===== config.mk =====
export PLATFORM = sky130hd
export DESIGN_NAME = board_top
export DESIGN_NICKNAME = d
export VERILOG_FILES = /design/src/board_pkg.sv /design/src/board_top.sv /design/src/periph_fabric.sv /design/src/fm_tone_xmit.sv /design/src/host_port_bridge.sv /design/src/bus_arbiter.sv
export VERILOG_INCLUDE_DIRS = /design/src
export SDC_FILE = /design/constraint.sdc
export NUM_CORES = 1
export LEC_CHECK = 0
export BUFFER_PORTS_ARGS = -buffer_cell sky130_fd_sc_hd__buf_2
export CORE_ASPECT_RATIO = 1.1
export CORE_MARGIN = 5
export CORE_UTILIZATION = 53
export DETAILED_ROUTE_END_ITERATION = 6
export PLACE_DENSITY = 0.81
export SLEW_MARGIN = 20
export SYNTH_ARGS = -nofsm -noshare
export SYNTH_HDL_FRONTEND = slang
export SYNTH_SLANG_ARGS = --single-unit

===== constraint.sdc =====
create_clock -name CLK_I -period 2.8 [get_ports CLK_I]
set_clock_uncertainty 0.2 [all_clocks]
set_input_delay 0.14 -clock CLK_I [delete_from_list [all_inputs] [get_ports CLK_I]]
set_output_delay 0.14 -clock CLK_I [all_outputs]
set_load 0.1 [all_outputs]

===== src/board_defines.svh =====
// ======================================================================
// Board bus subsystem parameters
// Bus widths, one-hot decode bit positions, FM accumulator width
// and host strobe synchronizer depth
// ======================================================================
`ifndef BOARD_DEFINES_SVH
`define BOARD_DEFINES_SVH

// Shared bus
`define BUS_DW 32 // Data width
`define BUS_AW 8  // Byte address width, matches host address register

// One-hot peripheral select bits in the address
`define DEC_LED_BIT 2 // LED register, wins over FM
`define DEC_FM_BIT  4 // FM tone transmitter

// FM phase accumulator, increment is one bit narrower
`define FM_ACC_W 16

// Host strobe synchronizer flops, at least 2
`define SYNC_STAGES 2

`endif

===== src/board_pkg.sv =====
// ======================================================================
// Shared types of the board bus subsystem
// Bus request and response structs, bridge FSM states and
// the arbiter grant owner
// ======================================================================
`include "board_defines.svh"

package board_pkg;

   // Master to target, all fields held until ack
   typedef struct packed {
      logic                stb; // Cycle request
      logic                we;  // 1 = write
      logic [`BUS_AW-1:0]  adr; // Byte address
      logic [`BUS_DW-1:0]  dat; // Write data
   } bus_req_t;

   // Target to master
   typedef struct packed {
      logic                ack; // Single cycle pulse
      logic [`BUS_DW-1:0]  dat; // Read data, valid with ack
   } bus_rsp_t;

   // Host parallel-port bridge states
   typedef enum logic [2:0] {
      IDLE,
      ADDR_WR,   // Host writes address register
      ADDR_RD,   // Host reads address register back
      BUS_CYC,   // Bus cycle in flight
      HOLD_WAIT  // Done, waiting for strobe release
   } host_state_t;

   // Who owns the shared bus
   typedef enum logic {MST_EXT, MST_HOST} bus_master_t;

endpackage


===== src/board_top.sv =====
// ======================================================================
// Board bus subsystem top level
// Host bridge and external port share the bus through the
// arbiter, fabric serves LEDs, FM transmitter and default target
// ======================================================================
`timescale 1ns/1ps

module board_top import board_pkg::*; (
   input  logic       CLK_I,
   input  logic       arst_n,
   input  bus_req_t   ext_req,         // Core stand-in
   output bus_rsp_t   ext_rsp,
   input  logic       host_addr_stb_n, // Host parallel port
   input  logic       host_data_stb_n,
   input  logic       host_write_n,
   input  logic [7:0] host_wdata,
   output logic [7:0] host_rdata,
   output logic       host_rdata_en,
   output logic       host_wait,
   output logic [3:0] leds,
   output logic       antenna          // FM out
);

   bus_req_t host_req, shared_req, fm_req;
   bus_rsp_t host_rsp, shared_rsp, fm_rsp;

   host_port_bridge host_port_bridge_inst (
      .CLK_I, .arst_n,
      .host_addr_stb_n, .host_data_stb_n, .host_write_n,
      .host_wdata, .host_rdata, .host_rdata_en, .host_wait,
      .host_req, .host_rsp
   );

   bus_arbiter bus_arbiter_inst (
      .CLK_I, .arst_n,
      .ext_req, .host_req,
      .ext_rsp, .host_rsp,
      .shared_req, .shared_rsp
   );

   periph_fabric periph_fabric_inst (
      .CLK_I, .arst_n,
      .shared_req, .shared_rsp,
      .fm_req, .fm_rsp,
      .leds
   );

   fm_tone_xmit fm_tone_xmit_inst (
      .CLK_I, .arst_n, .fm_req, .fm_rsp, .antenna
   );

endmodule


===== src/periph_fabric.sv =====
// ======================================================================
// Peripheral fabric
// One-hot address decode, LED register, default responder for
// unmapped addresses, merged acknowledge and read data
// ======================================================================
`timescale 1ns/1ps
`include "board_defines.svh"

module periph_fabric import board_pkg::*; (
   input  logic       CLK_I,
   input  logic       arst_n,
   input  bus_req_t   shared_req,
   output bus_rsp_t   shared_rsp,
   output bus_req_t   fm_req,
   input  bus_rsp_t   fm_rsp,
   output logic [3:0] leds
);

   logic led_sel, fm_sel, def_sel;
   logic led_ack_q, def_ack_q;

   // Decode, LED bit has priority
   assign led_sel = shared_req.adr[`DEC_LED_BIT];
   assign fm_sel  = shared_req.adr[`DEC_FM_BIT] & ~led_sel;
   assign def_sel = ~led_sel & ~fm_sel; // Nothing mapped here

   // FM target sees its own strobe
   always_comb begin
      fm_req     = shared_req;
      fm_req.stb = shared_req.stb & fm_sel;
   end

   // LED register and default responder
   always_ff @(posedge CLK_I or negedge arst_n) begin
      if (!arst_n) begin
         leds      <= '0;
         led_ack_q <= 1'b0;
         def_ack_q <= 1'b0;
      end else begin
         led_ack_q <= shared_req.stb & led_sel & ~led_ack_q;
         def_ack_q <= shared_req.stb & def_sel & ~def_ack_q; // Keeps the bus alive
         if (shared_req.stb && led_sel && shared_req.we && !led_ack_q)
            leds <= shared_req.dat[3:0];
      end
   end

   // Merge, only the acking target puts data on the bus
   always_comb begin
      shared_rsp.ack = led_ack_q | def_ack_q | fm_rsp.ack;
      shared_rsp.dat = ({`BUS_DW{led_ack_q}} & {{(`BUS_DW-4){1'b0}}, leds})
                     | ({`BUS_DW{fm_rsp.ack}} & fm_rsp.dat);
   end

   // No target answers a strobe that is gone
   a_ack_needs_stb: assert property (@(posedge CLK_I) disable iff (!arst_n)
      shared_rsp.ack |-> shared_req.stb);

endmodule


===== src/fm_tone_xmit.sv =====
// ======================================================================
// FM tone transmitter
// Phase accumulator with a writable increment register, antenna
// is the accumulator MSB and readable in bit 0
// ======================================================================
`timescale 1ns/1ps
`include "board_defines.svh"

module fm_tone_xmit import board_pkg::*; (
   input  logic     CLK_I,
   input  logic     arst_n,
   input  bus_req_t fm_req,  // stb already decoded
   output bus_rsp_t fm_rsp,
   output logic     antenna
);

   logic [`FM_ACC_W-2:0] incr_q; // Phase step
   logic [`FM_ACC_W-1:0] acc_q;  // Phase
   logic                 ack_q;
   logic                 wr_en;

   // One write per strobe
   assign wr_en = fm_req.stb & fm_req.we & ~ack_q;

   always_ff @(posedge CLK_I or negedge arst_n) begin
      if (!arst_n) begin
         incr_q <= '0; // Silent after reset
         acc_q  <= '0;
         ack_q  <= 1'b0;
      end else begin
         ack_q <= fm_req.stb & ~ack_q; // Single pulse per strobe
         acc_q <= acc_q + {1'b0, incr_q};
         if (wr_en)
            incr_q <= fm_req.dat[`FM_ACC_W-2:0];
      end
   end

   // Tone out, square wave at incr/2^FM_ACC_W of CLK_I
   assign antenna = acc_q[`FM_ACC_W-1];

   // Read returns antenna only
   assign fm_rsp = '{ack: ack_q, dat: {{(`BUS_DW-1){1'b0}}, antenna}};

endmodule


===== src/host_port_bridge.sv =====
// ======================================================================
// Host parallel-port bridge
// EPP-like address and data strobes synchronized to CLK_I, an 8-bit
// address register, data strobes turned into shared bus cycles
// ======================================================================
`timescale 1ns/1ps
`include "board_defines.svh"

module host_port_bridge import board_pkg::*; (
   input  logic       CLK_I,
   input  logic       arst_n,
   input  logic       host_addr_stb_n, // Address strobe, active low
   input  logic       host_data_stb_n, // Data strobe, active low
   input  logic       host_write_n,    // Host writes when low
   input  logic [7:0] host_wdata,
   output logic [7:0] host_rdata,
   output logic       host_rdata_en,   // Bridge drives the data pins
   output logic       host_wait,       // Strobe accepted
   output bus_req_t   host_req,
   input  bus_rsp_t   host_rsp
);

   logic [`SYNC_STAGES-1:0][2:0] sync_q; // {addr_n, data_n, write_n} per stage
   logic        addr_act, data_act, host_wr;
   host_state_t state;
   logic [7:0]  addr_q;  // Host address register
   logic [7:0]  wdata_q; // Captured write byte
   logic [7:0]  rdata_q; // Captured read byte
   logic        cyc_we;  // Direction of the pending data cycle

   // Last synchronizer stage, active high
   assign addr_act = ~sync_q[`SYNC_STAGES-1][2];
   assign data_act = ~sync_q[`SYNC_STAGES-1][1];
   assign host_wr  = ~sync_q[`SYNC_STAGES-1][0];

   always_ff @(posedge CLK_I or negedge arst_n) begin
      if (!arst_n) begin
         sync_q <= '1; // All strobes idle
         state  <= IDLE;
         addr_q <= '0;
         cyc_we <= 1'b0;
      end else begin
         sync_q <= {sync_q[`SYNC_STAGES-2:0], host_addr_stb_n, host_data_stb_n, host_write_n};
         case (state)
            IDLE: begin
               if (addr_act) begin
                  if (host_wr) begin
                     addr_q <= host_wdata; // Address write
                     state  <= ADDR_WR;
                  end else begin
                     state  <= ADDR_RD;
                  end
               end else if (data_act) begin
                  cyc_we <= host_wr;
                  state  <= BUS_CYC;
               end
            end
            ADDR_WR, ADDR_RD: if (!addr_act) state <= IDLE;
            BUS_CYC:          if (host_rsp.ack) state <= HOLD_WAIT; // Latency set by arbiter
            HOLD_WAIT:        if (!data_act) state <= IDLE;
            default:          state <= IDLE;
         endcase
      end
   end

   // Data bytes
   always_ff @(posedge CLK_I) begin
      if (state == IDLE && !addr_act && data_act)
         wdata_q <= host_wdata; // Stable for several cycles by now
      if (state == BUS_CYC && host_rsp.ack)
         rdata_q <= host_rsp.dat[7:0];
   end

   // Bus master side, low byte zero-extended
   always_comb begin
      host_req.stb = (state == BUS_CYC);
      host_req.we  = cyc_we;
      host_req.adr = addr_q;
      host_req.dat = {{(`BUS_DW-8){1'b0}}, wdata_q};
   end

   // Host pin side
   assign host_wait     = (state == ADDR_WR) || (state == ADDR_RD) || (state == HOLD_WAIT);
   assign host_rdata_en = (state == ADDR_RD) || ((state == HOLD_WAIT) && !cyc_we);
   assign host_rdata    = (state == ADDR_RD) ? addr_q : rdata_q;

   // Request held steady until the bus answers
   a_req_hold: assert property (@(posedge CLK_I) disable iff (!arst_n)
      host_req.stb && !host_rsp.ack |=> host_req.stb && $stable(host_req));

endmodule


===== src/bus_arbiter.sv =====
// ======================================================================
// Two-master round-robin bus arbiter
// Registered grant held until the target acknowledge, stb of the
// losing master masked, ack routed back to the owner only
// ======================================================================
`timescale 1ns/1ps

module bus_arbiter import board_pkg::*; (
   input  logic     CLK_I,
   input  logic     arst_n,
   input  bus_req_t ext_req,     // External core port
   input  bus_req_t host_req,    // Host bridge
   output bus_rsp_t ext_rsp,
   output bus_rsp_t host_rsp,
   output bus_req_t shared_req,  // To the fabric
   input  bus_rsp_t shared_rsp
);

   bus_master_t owner;       // Current grant
   bus_master_t last_served; // Round robin memory
   logic        busy;        // Grant is live

   // Grant FSM
   always_ff @(posedge CLK_I or negedge arst_n) begin
      if (!arst_n) begin
         owner       <= MST_EXT;
         last_served <= MST_HOST; // External port goes first
         busy        <= 1'b0;
      end else if (busy) begin
         // Release only on the ack cycle
         if (shared_rsp.ack) begin
            busy        <= 1'b0;
            last_served <= owner;
         end
      end else if (ext_req.stb && host_req.stb) begin
         // Contention, the one not served last wins
         owner <= (last_served == MST_EXT) ? MST_HOST : MST_EXT;
         busy  <= 1'b1;
      end else if (ext_req.stb) begin
         owner <= MST_EXT;
         busy  <= 1'b1;
      end else if (host_req.stb) begin
         owner <= MST_HOST;
         busy  <= 1'b1;
      end
   end

   // Forward granted request
   always_comb begin
      shared_req     = (owner == MST_HOST) ? host_req : ext_req;
      shared_req.stb = shared_req.stb & busy; // Nothing out before the grant
   end

   // Read data goes to both, ack only to the owner
   always_comb begin
      ext_rsp      = shared_rsp;
      host_rsp     = shared_rsp;
      ext_rsp.ack  = shared_rsp.ack & busy & (owner == MST_EXT);
      host_rsp.ack = shared_rsp.ack & busy & (owner == MST_HOST);
   end

   // Each ack answers a strobe of the master that gets it
   a_ack_to_owner: assert property (@(posedge CLK_I) disable iff (!arst_n)
      (!ext_rsp.ack || ext_req.stb) && (!host_rsp.ack || host_req.stb));

   // Grant locked for the whole cycle until ack
   a_grant_hold: assert property (@(posedge CLK_I) disable iff (!arst_n)
      shared_req.stb && !shared_rsp.ack |=> busy && $stable(owner));

endmodule


## Word-level counts from Yosys, hierarchy flattened

Index checks and enable logic that the tools add are counted.

| word-level totals | value |
|---|---|
| output and inout port bits | 48 |
| word-level logic and storage cells | 93 |
| input port bits | 55 |
| register bits | 75 |

| operators by class | value |
|---|---|
| equal/unequal tests | 8 |
| multiplexer cells | 18 |
| reductions and logical operators | 21 |
| $add $sub $neg | 1 |
| bitwise logic cells | 29 |

Operators with widths:

| kind | number |
|---|---|
| 42-bit 2-to-1 mux | 1 |
| 32-bit by 1-bit bitwise AND with 32-bit output | 1 |
| 32-bit by 4-bit bitwise AND with 32-bit output | 1 |
| 32-bit bitwise OR | 1 |
| 16-bit by 15-bit adder with 16-bit output | 1 |
| 3-bit 2-to-1 mux | 5 |
| 1-bit bitwise AND | 14 |
| 3-bit case mux with 4 select lines | 1 |
| 1-bit inverter | 10 |
| 1-bit 2-to-1 mux | 9 |
| 1-bit logical AND | 8 |
| 8-bit 2-to-1 mux | 1 |
| 3-bit by 2-bit equality test with 1-bit output, second input constant | 2 |
| 3-bit AND reduction | 2 |
| 2-bit by 1-bit inequality test with 1-bit output, second input constant | 2 |
| 2-bit AND reduction | 2 |
| 4-bit AND reduction | 1 |
| 3-bit by 1-bit equality test with 1-bit output, second input constant | 1 |
| 3-bit equality test, second input constant | 1 |
| 3-bit zero test | 1 |
| 1-bit logical OR | 3 |
| 3-bit inequality test, second input constant | 1 |
| 3-bit nonzero test | 1 |
| 1-bit zero test | 2 |
| other kinds (4) | 5 |

## Depth between registers and ports, before layout

Gate-level depths: netlist of run 1.

| depth | value |
|---|---|
| depth in word-level cells | 8 |
| gate-level depth with buffers | 7 |
| depth with buffers taken out | 7 |

## Hierarchy

A second synthesis of run 1 with hierarchy kept.

| unflattened totals | value |
|---|---|
| cells, all modules | 516 |
| area, all modules | 5684.2 um^2 |

By module, submodules not included:

| module | sequential area each (um^2) | instances | area each (um^2) | cells an instance |
|---|---|---|---|---|
| fm_tone_xmit | 800.8 | 1 | 2029.4 | 187 |
| host_port_bridge | 938.4 | 1 | 1551.5 | 113 |
| bus_arbiter | 76.3 | 1 | 1317.5 | 124 |
| periph_fabric | 150.1 | 1 | 785.8 | 92 |

## Worst setup path after synthesis of run 1

Ideal clock, no wire load.

| path | value |
|---|---|
| kind | register -> output |
| start | register bus_arbiter_inst.owner |
| end | output port ext_rsp[32] (netlist bit) |
| setup slack | 0.328 ns |
| arrival | 2.132 ns |
| cell stages (with the launch flop) | 5 |
| path buffers | 3 |
| data required time | 2.460 ns |
| cells stage by stage | dfrtp_1 > buf_6 > buf_2 > clkbuf_1 > nor2_1 |

RTL lines:

| what | line | text |
|---|---|---|
| from (decl) | bus_arbiter.sv:19 | `bus_master_t owner;` |
| from (signal assigned) | bus_arbiter.sv:37 | `owner <= (last_served == MST_EXT) ? MST_HOST : MST_EXT;` |
| to (decl) | board_top.sv:12 | `output bus_rsp_t ext_rsp,` |

## Final worst setup path of run 1

| path | value |
|---|---|
| start | register fm_tone_xmit_inst.incr_q[0] |
| end | register fm_tone_xmit_inst.acc_q[12] |

| between the ends | value |
|---|---|
| word-level cells in the longest chain between the ends | 1 |

Ends and longest elaborated chain:

| what | line | text |
|---|---|---|
| from (decl) | fm_tone_xmit.sv:17 | `` logic [`FM_ACC_W-2:0] incr_q; `` |
| from (signal assigned) | fm_tone_xmit.sv:34 | `` incr_q <= fm_req.dat[`FM_ACC_W-2:0]; `` |
| 16-bit by 15-bit adder with 16-bit output | fm_tone_xmit.sv:32 | `acc_q <= acc_q + {1'b0, incr_q};` |
| to (signal assigned) | fm_tone_xmit.sv:32 |  |
| to (decl) | fm_tone_xmit.sv:18 | `` logic [`FM_ACC_W-1:0] acc_q; `` |

No other way between the ends.
A chain may end at the register's enable or synchronous reset.

==> results of run 1 <==
## cell type report
type	instances	area share, %
clock buffer	12	3.23
clock inverter	4	1.56
inverter	8	0.668
multi-input combinational	220	37.7
sequential	71	41.1
tap	85	2.37
timing repair buffer	87	13.4
## metal layers
metal,part of all wire (%),vias up
li1,-,1215
met4,1.6,0
met2,53,80
met1,40,1284
met3,5.5,14
met5,0,-
## worst register-to-register path, cell delays in order (launching register included)
cell,delay (ns)
dfrtp_1,0.39
ha_1,0.24
fa_1,0.46
a21oi_1,0.23
o221ai_1,0.22
a21oi_1,0.38
o21bai_1,0.12
xor2_1,0.15
## stage by stage
stage                     hold slack [ns]  area, µm²  worst slack [ns]
after floorplan                    -0.356       3840             0.328
after CTS                          0.0309       4490             0.288
final                              0.0406       4490             0.275
after detailed placement           0.0463       3980             0.306
after global routing               0.0545       4490             0.126
after global placement             0.0456       3980             0.370
## registers in the layout, summed over array words and instances, names as in the netlist, 3 cells and up
signal	count
host_port_bridge_inst.sync_q	6
host_port_bridge_inst.state	3
host_port_bridge_inst.addr_q	8
host_port_bridge_inst.wdata_q	8
host_port_bridge_inst.rdata_q	4
fm_tone_xmit_inst.acc_q	16
fm_tone_xmit_inst.incr_q	15
periph_fabric_inst.leds	4
## synthesized netlist by cell type (all sizes together), types with 2 or more instances
library cell  instances
a211oi                2
a21o                  4
a21oi                19
a22o                  3
and2                  9
and3                  2
buf                  33
clkbuf                5
dfrtp                52
dfstp                 7
edfxtp               12
ha                   15
inv                   8
mux2                 43
mux2i                 3
nand2                14
nand2b                3
nand3                 4
nor2                  9
nor2b                 9
nor3                  5
nor3b                 2
o211ai                3
o21a                  2
o21ai                 8
o221ai                3
or3                   2
xnor2                 8
xor2                  5
## power by group through the flow
stage	sequential (µW)	clock (µW)	combinational [µW]
final	1770	882	3440
after global routing	1820	944	3720
after CTS	1760	894	3430
after detailed placement	1780	0	3370
after global placement	1750	0	3270
after floorplan	1910	0	2700
## timing repair
action	CTS	global route
endpoints found under the setup margin	0	0
hold buffers	30	0
resized for setup	0	0
hold endpoints to repair	68	0
## worst max path at each step
stage / startpoint / to / depth (start not counted)
finish: fm_tone_xmit_inst.incr_q[0] / fm_tone_xmit_inst.acc_q[12] / 7
global route: fm_tone_xmit_inst.incr_q[0] / fm_tone_xmit_inst.acc_q[12] / 7
CTS: fm_tone_xmit_inst.incr_q[0] / fm_tone_xmit_inst.acc_q[12] / 7
detailed placement: fm_tone_xmit_inst.acc_q[0] / fm_tone_xmit_inst.acc_q[12] / 7
global placement: fm_tone_xmit_inst.incr_q[0] / fm_tone_xmit_inst.acc_q[12] / 7
floorplan: bus_arbiter_inst.owner / ext_rsp[32] / 4
## cell families after synthesis
logic type      count (synthesis)  share of synthesized area, %
flops                          71                          49.3
simple gates                   66                          10.2
compound gates                 51                          8.96
mux                            46                          14.7
buf+inv                        46                          8.09
fa+ha+maj                      16                          5.55
xor+xnor                       13                          3.04
other cells                     1                         0.100
==> impl_results.md, run 1 <==
- IO Pins: 103
- Fin crit share: 90.2%
- Worst path most repeated cell: a21oi_1
- R2r setup slk: 0.28 ns
- Hold depth: 3
- Layout area overhead: 20.1%
- CTS root buf: clkbuf_8
- Tot GR Track Use: 17.8%
- Post-synth top area share: 34.8%
- Measured slew at the worst slew-check pin: 0.767 ns
- Leakage power: 0.00211 µW
- Number of synthesized flops with an enable pin: 12
- Routed WL per cell: 15.7 µm
- Post-synth top flop: dfrtp_1
- ANT cells: 0
- Pwr per Cell Area: 1360 mW/mm²
- Switching portion of total power: 46.8%
- Final Net Count: 468
- # DRC: 0
- Fmax: 0.396 GHz
- Flop pwr share: 29.0%
- First drt pass iteration count: 4
- HPWL after detailed placement: 5330 µm
- Slowest stage cell on the critical path: fa_1
- Final WL: 7640 µm
- WS Path Type: reg -> reg
- Crit-path max cell delay: 0.46 ns
- CP Max Fanout: 4
- Tmin final: 2.52 ns
- Met3 Resource Use GR: 3.16%
- Worst Path Arrival: 2.54 ns
- Synth warnings: 0
- # fillers: 531
- Antenna violations before repair: 0
- Hold wc startpoint: ext_req[36]
- Vias in the first global route: 2,668
- Layout cells sized above 1: 31.3%
- Final Non-Filler Cells: 487
- Crit path max-delay family: compound AO/OA/AOI/OAI gates
- Total of max-cap violations: 0
- Internal power: 3240 µW
- Library cells used by synthesis: 53
- Cell count of the worst reg-to-reg path: 7
- RePlAce Congestion: 0.871
- Most common cell after layout, fill and taps aside: dfrtp_1
- Comb pwr share: 56.5%
- Switching pwr: 2850 µW
- Most frequent cells in the layout: dfrtp_1, buf_2, mux2_2, dlygate4sd3_1, conb_1
- Final setup violation count: 0
- Reg clk slew, reported paths: 0.07 ns
- Met1 Use GR: 21.0%
- Clock Power Share: 14.5%
- CTS Buf Count: 9
- Die height: 98.1 µm
- Cell taking the most area after synthesis: dfrtp_1
- Die area: 0.00884 mm²
- Total Power: 6090 µW
- WP data required: 2.81 ns
- HP Class: in -> reg
- Clk buf depth: 2
- DRT iter0 DRCs: 122
- Worst R2R End: fm_tone_xmit_inst.acc_q[12]
- Routed vias: 2,593
- Pins over their slew limit: 0
- Placed cell count: 441
- Crit end category: register
- Asr flop ratio synth: 83.1%
- CTS tree: done
- Register area: 0.00185 mm²
- Final hold vios: 0
- Worst Hold Path EP: fm_tone_xmit_inst.ack_q
- CP startpoint kind: register
- Status: completed
- Initial core utilization: 53.7%
- Pin count of the biggest net entering global routing: 37
- Synth area leaders: dfrtp_1, mux2_2, edfxtp_1
- Via density: 5.32
- Core Util, Final: 64.5%
- Max-slew headroom: 48.9%
- Die width: 90.1 µm
- Area occupied by multi-input gates: 0.00170 mm²
- Syn_area_per_cell: 12.1 µm²
- Setup TNS: 0 ns
- Total gr overflow: 0
- First-pass GRT wire length: 12,700 µm
- Crit path buffers/inverters: 0
- Clock Latency Late Sink: 0.34 ns
- Setup bufs post-CTS: 0
- CORE AREA: 0.00697 mm²
- Synth Register Bits: 71
- Sequence of cells on the critical path: ha_1, fa_1, a21oi_1, o221ai_1, a21oi_1, o21bai_1, xor2_1
- Worst reg2reg path startpoint: fm_tone_xmit_inst.incr_q[0]
- Antenna viol nets, final: 0
- RSZ-0062 raised after global routing: no
- Share of the yosys chip area belonging to registers: 49.3%
- Site row count: 32
- Synthesized area: 0.00374 mm²
- Met2 usage: 31.8%
- Busiest grt layer: met2
- Htree depth: 3
- # port buffers: 51
- Cell count after synthesis: 310
- CTS sink cnt: 71
- Peak supply drop: 0.000833 V
No activity file was read; power rests on OpenSTA's default activity.
==> run 2, diff against run 1 <==
==> constraint.sdc (replaced) <==
create_clock -name CLK_I -period 2.8 [get_ports CLK_I]
set_clock_uncertainty 0.2 [all_clocks]
set_input_delay 0.28 -clock CLK_I [delete_from_list [all_inputs] [get_ports CLK_I]]
set_output_delay 0.28 -clock CLK_I [all_outputs]
set_load 0.1 [all_outputs]
==> impl_results.md, run 2 (same netlist as run 1, synthesis figures left out) <==
- Status: completed
- Final hold vios: 0 (unchanged)
- RSZ-0062 raised after global routing: no
- WP data required: 2.32 ns (-0.49 ns)
- Initial core utilization: 53.7% (unchanged)
- Final Non-Filler Cells: 468 (-3.9%)
- Internal power: 3050 µW (-6.0%)
- Reg clk slew, reported paths: 0.07 ns (about the same)
- Setup TNS: 0 ns (unchanged)
- Site row count: 32 (unchanged)
- Max-slew headroom: 53.7% (+4.8 points)
- IO Pins: 103 (unchanged)
- HPWL after detailed placement: 5280 µm (-0.84%)
- CORE AREA: 0.00697 mm² (unchanged)
- CTS root buf: clkbuf_8
- Largest register by flop count: fm_tone_xmit_inst.acc_q
- Die height: 98.1 µm (unchanged)
- Pwr per Cell Area: 1370 mW/mm² (+1.2%)
- Via density: 5.28 (-0.80%)
- Max reg flops: 16 (unchanged)
- Tot GR Track Use: 16.9% (-0.93 points)
- # resized after CTS: 0 (unchanged)
- Leakage power: 0.00200 µW (-5.0%)
- Die area: 0.00884 mm² (unchanged)
- Register area: 0.00185 mm² (unchanged)
- Clock Power Share: 11.9% (-2.6 points)
- Antenna viol nets, final: 0 (unchanged)
- Final WL: 7240 µm (-5.1%)
- Pins over their slew limit: 0 (unchanged)
- Worst Path Arrival: 2.13 ns (-0.41 ns)
- CTS Buf Count: 9 (unchanged)
- Peak supply drop: 0.000935 V (+12%)
- Switching portion of total power: 47.9% (+1.2 points)
- Htree depth: 3 (unchanged)
- Routed WL per cell: 15.5 µm (-1.3%)
- Fin crit share: 93.1% (+2.9 points)
- Total gr overflow: 0 (unchanged)
- Crit end category: output port
- Flop pwr share: 30.1% (+1.1 points)
- Antenna violations before repair: 0 (unchanged)
- Routed vias: 2,472 (-4.7%)
- WS Path Type: reg -> out
- Layout area overhead: 13.9%
- Clock Latency Late Sink: 0.34 ns (about the same)
- # fillers: 543 (+2.3%)
- RePlAce Congestion: 0.841 (-3.5%)
- First-pass GRT wire length: 12,000 µm (-5.4%)
- CP Max Fanout: 12 (+8)
- Clk buf depth: 2 (unchanged)
- Area occupied by multi-input gates: 0.00170 mm² (unchanged)
- Switching pwr: 2810 µW (-1.6%)
- HP Class: in -> reg
- Tmin final: 2.61 ns (+0.0811 ns)
- Most common cell after layout, fill and taps aside: dfrtp_1
- Comb pwr share: 58.0% (+1.5 points)
- Pin count of the biggest net entering global routing: 32 (-14%)
- CTS sink cnt: 71 (unchanged)
- Most frequent cells in the layout: dfrtp_1, buf_2, mux2_2, conb_1, a21oi_1
- Layout cells sized above 1: 31.9% (+0.51 points)
- CP startpoint kind: register
- Hold slack: 0.0232 ns (-0.0174 ns)
- Final Net Count: 449 (-4.1%)
- Biggest regs: fm_tone_xmit_inst.acc_q: 16 flops, fm_tone_xmit_inst.incr_q: 15 flops
- Placed cell count: 440 (-0.23%)
- Measured slew at the worst slew-check pin: 0.694 ns (-0.0726 ns)
- # port buffers: 51 (unchanged)
- # DRC: 0 (unchanged)
- CTS tree: done
- DRT iter0 DRCs: 136 (+11%)
- Final setup violation count: 0 (unchanged)
- Die width: 90.1 µm (unchanged)
- First drt pass iteration count: 4 (unchanged)
- Fmax: 0.384 GHz (-3.1%)
- Vias in the first global route: 2,546 (-4.6%)
- Total of max-cap violations: 0 (unchanged)
- ANT cells: 0 (unchanged)
-- run 2: changes by cell type in the layout (fill, tap and decap cells not counted), sizes merged --
| cell | before | now |
|---|---|---|
| buf | 57 | 56 |
| bufinv | 2 | 0 |
| clkbuf | 12 | 15 |
| clkinv | 2 | 1 |
| dlygate4sd3 | 30 | 12 |
-- run 2: path summary, 6_finish.rpt --
path                                            startpoint                               to  slack [ns]  cells after the start
hold / removal                                 ext_req[41]            bus_arbiter_inst.busy        0.02                      2
max in group asynchronous                           arst_n       periph_fabric_inst.leds[1]        1.48                      3
hold reg to reg            host_port_bridge_inst.sync_q[1]  host_port_bridge_inst.sync_q[4]        0.16                      0
setup / recovery            host_port_bridge_inst.state[1]                    host_rdata[0]        0.19                      3
setup reg to reg               fm_tone_xmit_inst.incr_q[0]      fm_tone_xmit_inst.acc_q[12]        0.30                      7
min in group asynchronous                           arst_n  host_port_bridge_inst.addr_q[6]        0.33                      2
-- run 2: per-stage QoR --
step	util (%)	instance area (µm²)	setup WS [ns]	power, µW
5_1_grt	61.2	4260	0.0901	6250
4_1_cts	61.2	4260	0.183	5870
6_report	61.2	4260	0.194	5850
3_3_place_gp	57.2	3980	0.344	5030
2_1_floorplan	-	3840	0.188	4610
3_5_place_dp	57.2	3980	0.287	5150
-- run 2: per-layer routing --
metal  GRT usage, %  wire length (µm)
met1           20.3              2980
met4           7.10                98
met3           3.70               358
met2           29.2              3810
met5              0                 0
-- run 2: power groups by stage --
stage	logic [µW]	registers [µW]	clock network, µW
floorplan	2700	1910	0
global route	3680	1810	763
global placement	3280	1750	0
CTS	3400	1760	704
finish	3390	1760	696
detailed placement	3380	1780	0
-- run 2: what timing repair did --
item                      CTS  global route
buffers inserted            0             0
hold endpoints to repair   39             0
hold buffers               12             0
-- run 2: cell type report --
cell class / count / share of cell area [%]
clock buffers: 15 / 3.67
clock inverters: 1 / 0.117
multi-input cells: 220 / 39.8
inverters: 8 / 0.704
flip-flops and latches: 71 / 43.3
well taps: 85 / 2.49
repair buffers: 68 / 9.98
-- run 2: critical path, cell delays in order (launching register included) --
cell and delay (ns):
dfrtp_1 0.55, nor3b_2 0.55, mux2_2 0.40, buf_2 0.29
